<file path="src/common/mipsPkg.sv">
package mipsPkg;

	// First fetch address out of reset
	localparam logic [31:0] RESET_PC = 32'h0000_3000;

	////////////////////////////////////////////////////////////
	// Instruction encodings

	typedef enum logic [5:0] {
		SPECIAL = 6'b000000,
		J       = 6'b000010,
		JAL     = 6'b000011,
		BEQ     = 6'b000100,
		ORI     = 6'b001101,
		LUI     = 6'b001111,
		LW      = 6'b100011,
		SB      = 6'b101000,
		SW      = 6'b101011
	} opcodeE;

	typedef enum logic [5:0] {
		JR   = 6'b001000,
		ADDU = 6'b100001,
		SUBU = 6'b100011
	} functE;

	////////////////////////////////////////////////////////////
	// Control encodings

	typedef enum logic [1:0] {
		ADD,
		SUB,
		OR,
		LUI_SHIFT
	} aluOpE;

	typedef enum logic [1:0] {
		SEQ,    // PC+4
		BRANCH, // beq, if taken
		JUMP,   // j / jal region jump
		JREG    // jr
	} npcOpE;

	typedef enum logic [1:0] {
		ALU,
		MEM,
		LINK
	} wbSelE;

	// All-zero value is a no-op bubble
	typedef struct packed {
		aluOpE       aluOp;
		logic        immB;      // Immediate replaces rt as operand B
		logic        signExt;
		npcOpE       npcOp;
		logic        isBranch;
		logic        regWrite;
		logic [4:0]  dest;
		logic        memWrite;
		logic        byteStore;
		logic        memRead;
		wbSelE       wbSel;
		logic        usesRs;
		logic        usesRt;
	} ctrlT;

	////////////////////////////////////////////////////////////
	// Pipeline registers

	typedef struct packed {
		logic [31:0] pc;
		logic [31:0] instr;
	} fdRegT;

	typedef struct packed {
		logic [31:0] pc;
		logic [31:0] instr;
		ctrlT        ctrl;
		logic [31:0] rsVal;
		logic [31:0] rtVal;
		logic [15:0] imm;
	} deRegT;

	typedef struct packed {
		logic [31:0] pc;
		ctrlT        ctrl;
		logic [31:0] result;    // ALU result or link address
		logic [31:0] storeVal;
		logic [4:0]  rtNum;     // For late store-data forwarding
	} emRegT;

	typedef struct packed {
		logic [31:0] pc;
		ctrlT        ctrl;
		logic [31:0] result;
		logic [31:0] loadVal;
	} mwRegT;

endpackage

</file>
<file path="src/decode/ctrl.sv">
`timescale 1ns/1ps

module ctrl (
	input  logic [31:0]   instr,
	output mipsPkg::ctrlT ctrl
);
	import mipsPkg::*;

	opcodeE     op;
	functE      funct;
	logic [4:0] rt;
	logic [4:0] rd;

	assign op    = opcodeE'(instr[31:26]);
	assign funct = functE'(instr[5:0]);
	assign rt    = instr[20:16];
	assign rd    = instr[15:11];

	always_comb begin
		ctrl = '0;   // Anything unmatched stays a no-op
		case (op)
			SPECIAL: begin
				case (funct)
					ADDU, SUBU: begin
						ctrl.aluOp    = (funct == SUBU) ? SUB : ADD;
						ctrl.regWrite = 1'b1;
						ctrl.dest     = rd;
						ctrl.usesRs   = 1'b1;
						ctrl.usesRt   = 1'b1;
					end
					JR: begin
						ctrl.npcOp  = JREG;
						ctrl.usesRs = 1'b1;
					end
					default: ctrl = '0;
				endcase
			end
			ORI, LUI: begin
				ctrl.aluOp    = (op == LUI) ? LUI_SHIFT : OR;
				ctrl.immB     = 1'b1;   // Zero extended
				ctrl.regWrite = 1'b1;
				ctrl.dest     = rt;
				ctrl.usesRs   = (op == ORI);
			end
			LW: begin
				ctrl.immB     = 1'b1;
				ctrl.signExt  = 1'b1;
				ctrl.memRead  = 1'b1;
				ctrl.regWrite = 1'b1;
				ctrl.dest     = rt;
				ctrl.wbSel    = MEM;
				ctrl.usesRs   = 1'b1;
			end
			SW, SB: begin
				ctrl.immB      = 1'b1;
				ctrl.signExt   = 1'b1;
				ctrl.memWrite  = 1'b1;
				ctrl.byteStore = (op == SB);
				ctrl.usesRs    = 1'b1;
				ctrl.usesRt    = 1'b1;   // Store data
			end
			BEQ: begin
				ctrl.npcOp    = BRANCH;
				ctrl.isBranch = 1'b1;
				ctrl.usesRs   = 1'b1;
				ctrl.usesRt   = 1'b1;
			end
			J:   ctrl.npcOp = JUMP;
			JAL: begin
				ctrl.npcOp    = JUMP;
				ctrl.regWrite = 1'b1;
				ctrl.dest     = 5'd31;
				ctrl.wbSel    = LINK;
			end
			default: ctrl = '0;
		endcase

		// Writes to $0 are dropped here
		if (ctrl.dest == 5'd0)
			ctrl.regWrite = 1'b0;
	end

endmodule

</file>
<file path="src/decode/grf.sv">
`timescale 1ns/1ps

module grf (
	input  logic        clk,
	input  logic        rst,
	input  logic        we,
	input  logic [4:0]  wAddr,
	input  logic [31:0] wData,
	input  logic [4:0]  rAddr1,
	input  logic [4:0]  rAddr2,
	output logic [31:0] rData1,
	output logic [31:0] rData2
);

	logic [31:0] regs [0:31];

	always_ff @(posedge clk) begin
		if (rst) begin
			for (int i = 0; i < 32; i++)
				regs[i] <= 32'd0;
		end else if (we && wAddr != 5'd0) begin
			regs[wAddr] <= wData;
		end
	end

	// Writeback bypass so decode sees this cycle's write
	assign rData1 = (rAddr1 == 5'd0) ? 32'd0 :
		(we && wAddr == rAddr1) ? wData : regs[rAddr1];
	assign rData2 = (rAddr2 == 5'd0) ? 32'd0 :
		(we && wAddr == rAddr2) ? wData : regs[rAddr2];

endmodule

</file>
<file path="src/ifu.sv">
`timescale 1ns/1ps

module ifu (
	input  logic           clk,
	input  logic           rst,
	input  logic           stall,
	input  mipsPkg::npcOpE npcOp,
	input  logic           taken,
	input  logic [15:0]    offset,
	input  logic [25:0]    index,
	input  logic [31:0]    regTarget,
	input  logic [31:0]    pcD,
	output logic [31:0]    pc
);
	import mipsPkg::*;

	logic [31:0] seqD;   // Delay slot address, base for targets
	logic [31:0] npc;

	assign seqD = pcD + 32'd4;

	// Decode-stage control flow picks the next fetch
	always_comb begin
		npc = pc + 32'd4;
		case (npcOp)
			BRANCH: begin
				if (taken)
					npc = seqD + {{14{offset[15]}}, offset, 2'b00};
			end
			JUMP:    npc = {seqD[31:28], index, 2'b00};
			JREG:    npc = regTarget;
			default: npc = pc + 32'd4;
		endcase
	end

	always_ff @(posedge clk) begin
		if (rst)
			pc <= RESET_PC;
		else if (!stall)
			pc <= npc;   // Hold on load-use or branch stall
	end

endmodule

</file>
<file path="src/hazard.sv">
`timescale 1ns/1ps

module hazard (
	input  mipsPkg::ctrlT dCtrl,
	input  logic [4:0]    rsD,
	input  logic [4:0]    rtD,
	input  mipsPkg::ctrlT eCtrl,
	output logic          stall
);
	import mipsPkg::*;

	logic eWrites;
	logic rsHit;
	logic rtHit;
	logic eLoad;
	logic eAluLate;
	logic dEarly;

	////////////////////////////////////////////////////////////
	// Operand matches against the execute stage

	assign eWrites = eCtrl.regWrite && (eCtrl.dest != 5'd0);   // $0 never stalls

	assign rsHit = dCtrl.usesRs && (rsD == eCtrl.dest);
	assign rtHit = dCtrl.usesRt && (rtD == eCtrl.dest);

	////////////////////////////////////////////////////////////
	// Result readiness

	// Load data only exists once the load is in M
	assign eLoad = eWrites && eCtrl.memRead;

	// ALU value still being computed, too late for a decode compare
	assign eAluLate = eWrites && (eCtrl.wbSel == ALU);

	// beq and jr need their operands in decode
	assign dEarly = dCtrl.isBranch || (dCtrl.npcOp == JREG);

	// One cycle is always enough: afterwards the producer sits in M
	assign stall = (eLoad || (dEarly && eAluLate)) && (rsHit || rtHit);

endmodule

</file>
<file path="src/alu.sv">
`timescale 1ns/1ps

module alu (
	input  mipsPkg::ctrlT ctrl,
	input  logic [31:0]   srcA,
	input  logic [31:0]   rtVal,
	input  logic [15:0]   imm,
	output logic [31:0]   result
);
	import mipsPkg::*;

	logic [31:0] immExt;
	logic [31:0] srcB;

	assign immExt = ctrl.signExt ? {{16{imm[15]}}, imm} : {16'd0, imm};
	assign srcB   = ctrl.immB ? immExt : rtVal;

	always_comb begin
		case (ctrl.aluOp)
			ADD:       result = srcA + srcB;   // addu, address calc
			SUB:       result = srcA - srcB;
			OR:        result = srcA | srcB;
			LUI_SHIFT: result = {srcB[15:0], 16'd0};
			default:   result = srcA + srcB;
		endcase
	end

endmodule

</file>
<file path="src/mips.sv">
`timescale 1ns/1ps

module mips (
	input  logic        clk,
	input  logic        rst,
	input  logic [31:0] iInstRdata,
	input  logic [31:0] mDataRdata,
	output logic [31:0] iInstAddr,
	output logic [31:0] mDataAddr,
	output logic [31:0] mDataWdata,
	output logic [3:0]  mDataByteen,
	output logic [31:0] mInstAddr,
	output logic        wGrfWe,
	output logic [4:0]  wGrfAddr,
	output logic [31:0] wGrfWdata,
	output logic [31:0] wInstAddr
);
	import mipsPkg::*;

	fdRegT fdReg;
	deRegT deReg;
	emRegT emReg;
	mwRegT mwReg;

	logic        stall;
	logic [31:0] pcF;
	ctrlT        ctrlD;
	logic [4:0]  rsD;
	logic [4:0]  rtD;
	logic [31:0] grfRs;
	logic [31:0] grfRt;
	logic [31:0] rsValD;
	logic [31:0] rtValD;
	logic [31:0] mFwd;
	logic [31:0] linkE;
	logic [4:0]  rsE;
	logic [4:0]  rtE;
	logic [31:0] srcAE;
	logic [31:0] rtValE;
	logic [31:0] aluOutE;
	logic [31:0] resultE;
	logic [31:0] storeM;

	// Stage c writes register num
	function automatic logic hits(input ctrlT c, input logic [4:0] num);
		return c.regWrite && (c.dest != 5'd0) && (c.dest == num);
	endfunction

	////////////////////////////////////////////////////////////
	// Fetch

	ifu uIfu (
		.clk       (clk),
		.rst       (rst),
		.stall     (stall),
		.npcOp     (ctrlD.npcOp),
		.taken     (rsValD == rtValD),
		.offset    (fdReg.instr[15:0]),
		.index     (fdReg.instr[25:0]),
		.regTarget (rsValD),
		.pcD       (fdReg.pc),
		.pc        (pcF)
	);

	assign iInstAddr = pcF;

	always_ff @(posedge clk) begin
		if (rst)
			fdReg <= '0;
		else if (!stall)
			fdReg <= '{pc: pcF, instr: iInstRdata};
	end

	////////////////////////////////////////////////////////////
	// Decode

	assign rsD = fdReg.instr[25:21];
	assign rtD = fdReg.instr[20:16];

	ctrl uCtrl (.instr(fdReg.instr), .ctrl(ctrlD));

	grf uGrf (
		.clk    (clk),
		.rst    (rst),
		.we     (wGrfWe),
		.wAddr  (wGrfAddr),
		.wData  (wGrfWdata),
		.rAddr1 (rsD),
		.rAddr2 (rtD),
		.rData1 (grfRs),
		.rData2 (grfRt)
	);

	// Load data comes straight from the combinational memory read
	assign mFwd  = (emReg.ctrl.wbSel == MEM) ? mDataRdata : emReg.result;
	assign linkE = deReg.pc + 32'd8;   // jal in E

	// Youngest producer first
	assign rsValD = (hits(deReg.ctrl, rsD) && deReg.ctrl.wbSel == LINK) ? linkE :
		hits(emReg.ctrl, rsD) ? mFwd : grfRs;
	assign rtValD = (hits(deReg.ctrl, rtD) && deReg.ctrl.wbSel == LINK) ? linkE :
		hits(emReg.ctrl, rtD) ? mFwd : grfRt;

	hazard uHazard (
		.dCtrl (ctrlD),
		.rsD   (rsD),
		.rtD   (rtD),
		.eCtrl (deReg.ctrl),
		.stall (stall)
	);

	always_ff @(posedge clk) begin
		if (rst || stall)
			deReg <= '0;   // Bubble
		else
			deReg <= '{pc: fdReg.pc, instr: fdReg.instr, ctrl: ctrlD,
				rsVal: rsValD, rtVal: rtValD, imm: fdReg.instr[15:0]};
	end

	////////////////////////////////////////////////////////////
	// Execute

	assign rsE = deReg.instr[25:21];
	assign rtE = deReg.instr[20:16];

	assign srcAE  = hits(emReg.ctrl, rsE) ? mFwd :
		hits(mwReg.ctrl, rsE) ? wGrfWdata : deReg.rsVal;
	assign rtValE = hits(emReg.ctrl, rtE) ? mFwd :
		hits(mwReg.ctrl, rtE) ? wGrfWdata : deReg.rtVal;

	alu uAlu (
		.ctrl   (deReg.ctrl),
		.srcA   (srcAE),
		.rtVal  (rtValE),
		.imm    (deReg.imm),
		.result (aluOutE)
	);

	assign resultE = (deReg.ctrl.wbSel == LINK) ? linkE : aluOutE;

	always_ff @(posedge clk) begin
		if (rst)
			emReg <= '0;
		else
			emReg <= '{pc: deReg.pc, ctrl: deReg.ctrl, result: resultE,
				storeVal: rtValE, rtNum: rtE};
	end

	////////////////////////////////////////////////////////////
	// Memory

	assign storeM     = hits(mwReg.ctrl, emReg.rtNum) ? wGrfWdata : emReg.storeVal;
	assign mDataAddr  = emReg.result;
	assign mDataWdata = emReg.ctrl.byteStore ? {4{storeM[7:0]}} : storeM;
	assign mInstAddr  = emReg.pc;

	always_comb begin
		if (!emReg.ctrl.memWrite)
			mDataByteen = 4'b0000;
		else if (emReg.ctrl.byteStore)
			mDataByteen = 4'b0001 << emReg.result[1:0];   // One lane for sb
		else
			mDataByteen = 4'b1111;
	end

	always_ff @(posedge clk) begin
		if (rst)
			mwReg <= '0;
		else
			mwReg <= '{pc: emReg.pc, ctrl: emReg.ctrl, result: emReg.result,
				loadVal: mDataRdata};
	end

	////////////////////////////////////////////////////////////
	// Writeback

	always_comb begin
		case (mwReg.ctrl.wbSel)
			MEM:     wGrfWdata = mwReg.loadVal;
			LINK:    wGrfWdata = mwReg.pc + 32'd8;
			default: wGrfWdata = mwReg.result;
		endcase
	end

	assign wGrfWe    = mwReg.ctrl.regWrite;
	assign wGrfAddr  = mwReg.ctrl.dest;
	assign wInstAddr = mwReg.pc;

endmodule

</file>
<file path="config.mk">
export PLATFORM = sky130hd
export DESIGN_NAME = mips
export DESIGN_NICKNAME = d
export VERILOG_FILES = /design/src/common/mipsPkg.sv /design/src/decode/ctrl.sv /design/src/decode/grf.sv /design/src/ifu.sv /design/src/hazard.sv /design/src/alu.sv /design/src/mips.sv
export SDC_FILE = /design/constraint.sdc
export NUM_CORES = 2
export LEC_CHECK = 0
export BUFFER_PORTS_ARGS = -buffer_cell sky130_fd_sc_hd__buf_2
export CORE_MARGIN = 4
export CORE_UTILIZATION = 35
export DETAILED_ROUTE_END_ITERATION = 6
export GPL_TIMING_DRIVEN = 0
export PLACE_DENSITY_LB_ADDON = 0.25
export SETUP_SLACK_MARGIN = 0.15
export SKIP_CTS_REPAIR_TIMING = 1
export SLEW_MARGIN = 15
export SYNTH_ARGS = -nofsm -noshare
export SYNTH_HDL_FRONTEND = slang
export SYNTH_HIERARCHICAL = 1
export SYNTH_SLANG_ARGS = --single-unit
</file>
<file path="constraint.sdc">
create_clock -name clk -period 5.9 [get_ports clk]
set_clock_uncertainty 0.15 [all_clocks]
set_input_delay 1.18 -clock clk [delete_from_list [all_inputs] [get_ports clk]]
set_output_delay 1.18 -clock clk [all_outputs]
set_load 0.01 [all_outputs]
</file>
==> impl_results.md <==
* Post-synthesis cell area at about 83,000 um2
* Met3 Use GR at between 10% and 20%
* Initial DRC count at roughly 11,000
* CTS tree: built
* Violations in the final reports: design-rule violations, negative setup slack
* Via-per-instance ratio at between 6 and 7
* Post-route ant nets at 0
* Leakage power at around 37 nW
* Slew Limit Headroom at 12.0%
* RSZ-0062 raised after global routing: yes
* Finished Core Util at 42.6%
* Max cap viols at 0
* # DRC at 1
* Final hold violations at 0
* Die X at between 400 and 500 um
* Worst Tran Pin Value at ~1.3 ns
* Row cnt at between 150 and 200
* Die Height at 496 um
* Period minus WS final at about 6.6 ns
* Final period util at 112%
* Grt met1 use at roughly 49%
* Final GP Congestion at between 1 and 1.5
* Initial core utilization at between 30% and 40%
* # nets final at ~8,000
* Slowest CP cell: or4_4
* Critical path endpoint category: flip-flop
* Total core area at 236,000 um2
* Status: finished with violations
* CP max FO at 10
* Worst skew pair latency at approximately 0.89 ns
* DP HPWL at between 300,000 and 400,000 um
* Pwr Density at 286 nW/um2
* Layout cells sized above 1 at 26.8%
* Vias in the first global route at roughly 64,000
* Clock sinks at between 1,000 and 1,500
* CP max stage delay at 0.56 ns
* Final non-filler cell total at around 11,000
* Synth warn at 6
* Setup ws final at -0.704 ns
* Clock Path Buffers at 3
* # setup viols final at 55
* Total number of vias at ~69,000
* Die area at between 200,000 and 250,000 um2
* Pins over their slew limit at 0
* CTS buffer count at 171
* CP dominant cell by count: buf_6
* Hold WC Path Type: reg2reg
* H-tree levels at 4
* Critical path class: reg2reg
* Final instance area at between 100,000 and 150,000 um2
* Setup_tns at -9.16 ns
* Total GRT Usage at a little over a third
* IO Port Bufs at roughly 270
* Clock Tree Root: clkbuf_16
* Syn_area_per_cell at 11.5 um2
* Setup crit start kind: flip-flop
* Met2 GRT Util at a little under half
* DRT Wirelength at 449,000 um
* Initial antenna violation count at between 50 and 60
* DR WL/cell at between 30 and 40 um
* Dpl cell area at 90,100 um2
* Req. time, crit path at 6.52 ns
* Synth Instances at between 7,000 and 8,000
* Most used routing layer: met1
* Grt total ovfl at 0
* Worst-path clk slew at about 0.06 ns
* Placed insts at roughly 11,000
* TritonRoute pass-1 iters at 7
* VDD IR max at between 200 and 300 uV
* Area growth syn-to-layout at 20.8%
* CP Data Arrival Time at 7.22 ns
* First-pass GRT wire length at approximately 580,000 um
* F_max at ~150 MHz
* Largest net degree at the start of global routing at 33
* Ports at roughly 270
==> worst max-delay path: cells and delay by family (launching register included) <==
| family | cells | cell delay, ns |
|---|---|---|
| flip-flops | 1 | 0.35 |
| multiplexers | 1 | 0.18 |
| AO/OA/AOI/OAI | 8 | 1.66 |
| adder cells (fa/ha/maj) | 2 | 0.56 |
| buffers and inverters | 7 | 1.10 |
| AND/OR/NAND/NOR | 11 | 2.44 |
==> path summary, 6_finish.rpt <==
path | startpoint | endpoint | slack, ns | depth (start not counted)
worst max-delay path | mwReg[66] | mDataAddr[29] | -0.70 | 29
worst min register to register | deReg[85] | emReg[74] | 0.28 | 1
worst min-delay path | deReg[85] | emReg[74] | 0.28 | 1
worst max register to register | mwReg[66] | mDataAddr[29] | -0.70 | 29
==> layer usage <==
layer  up-vias  part of all wire (%)
met1     35800                    41
met5         -                 0.014
met4        10                   5.4
met3       735                    14
met2      4858                    39
li1      28000                     -
==> state kept, by name, summed over array words and instances, names as in the netlist, 47 cells and up <==
name       cells
uGrf/regs   1024
deReg        137
emReg         47
mwReg         66
fdReg         64
==> per-stage QoR <==
| stage | setup WS (ns) | total power, mW | hold WS (ns) |
|---|---|---|---|
| final | -0.704 | 28.8 | 0.277 |
| after floorplan | 0.154 | 14.4 | 0.264 |
| after CTS | -3.17 | 28.0 | 0.272 |
| after detailed placement | -3.09 | 17.2 | 0.279 |
| after global placement | -5.48 | 17.0 | 0.280 |
| after global routing | -0.816 | 29.3 | 0.289 |
==> final cells by class <==
type	count	area [um2]
fillers	22400	135000
multi-input cells	4988	42800
flip-flops and latches	1472	39800
clock buffers	210	4570
plain buffers	712	4440
well taps	3150	3940
repair buffers	472	3580
clock inverters	105	1070
inverters	85	323
diodes	39	97.6
==> cell usage in the layout (no fill, tap or decap), types with 80 or more instances in the layout <==
master / count
mux2_2: 135
edfxtp_1: 1024
a211oi_1: 89
and2_1: 1131
buf_4: 269
xor2_1: 95
mux4_2: 380
clkbuf_1: 364
clkbuf_16: 174
buf_2: 311
mux2i_1: 390
a22oi_1: 91
inv_1: 80
nand3_1: 85
xnor2_1: 161
nand2_1: 262
a21oi_1: 202
nor2b_1: 212
nor2_1: 325
o21ai_0: 141
dfxtp_1: 419
==> where the power goes <==
| part | leakage (nW) | switching, mW | internal [mW] |
|---|---|---|---|
| sequential | 14.2 | 0.376 | 11.5 |
| combinational | 20.0 | 4.07 | 1.97 |
| clock | 2.75 | 4.80 | 6.09 |
No activity file was read; power rests on OpenSTA's default activity.
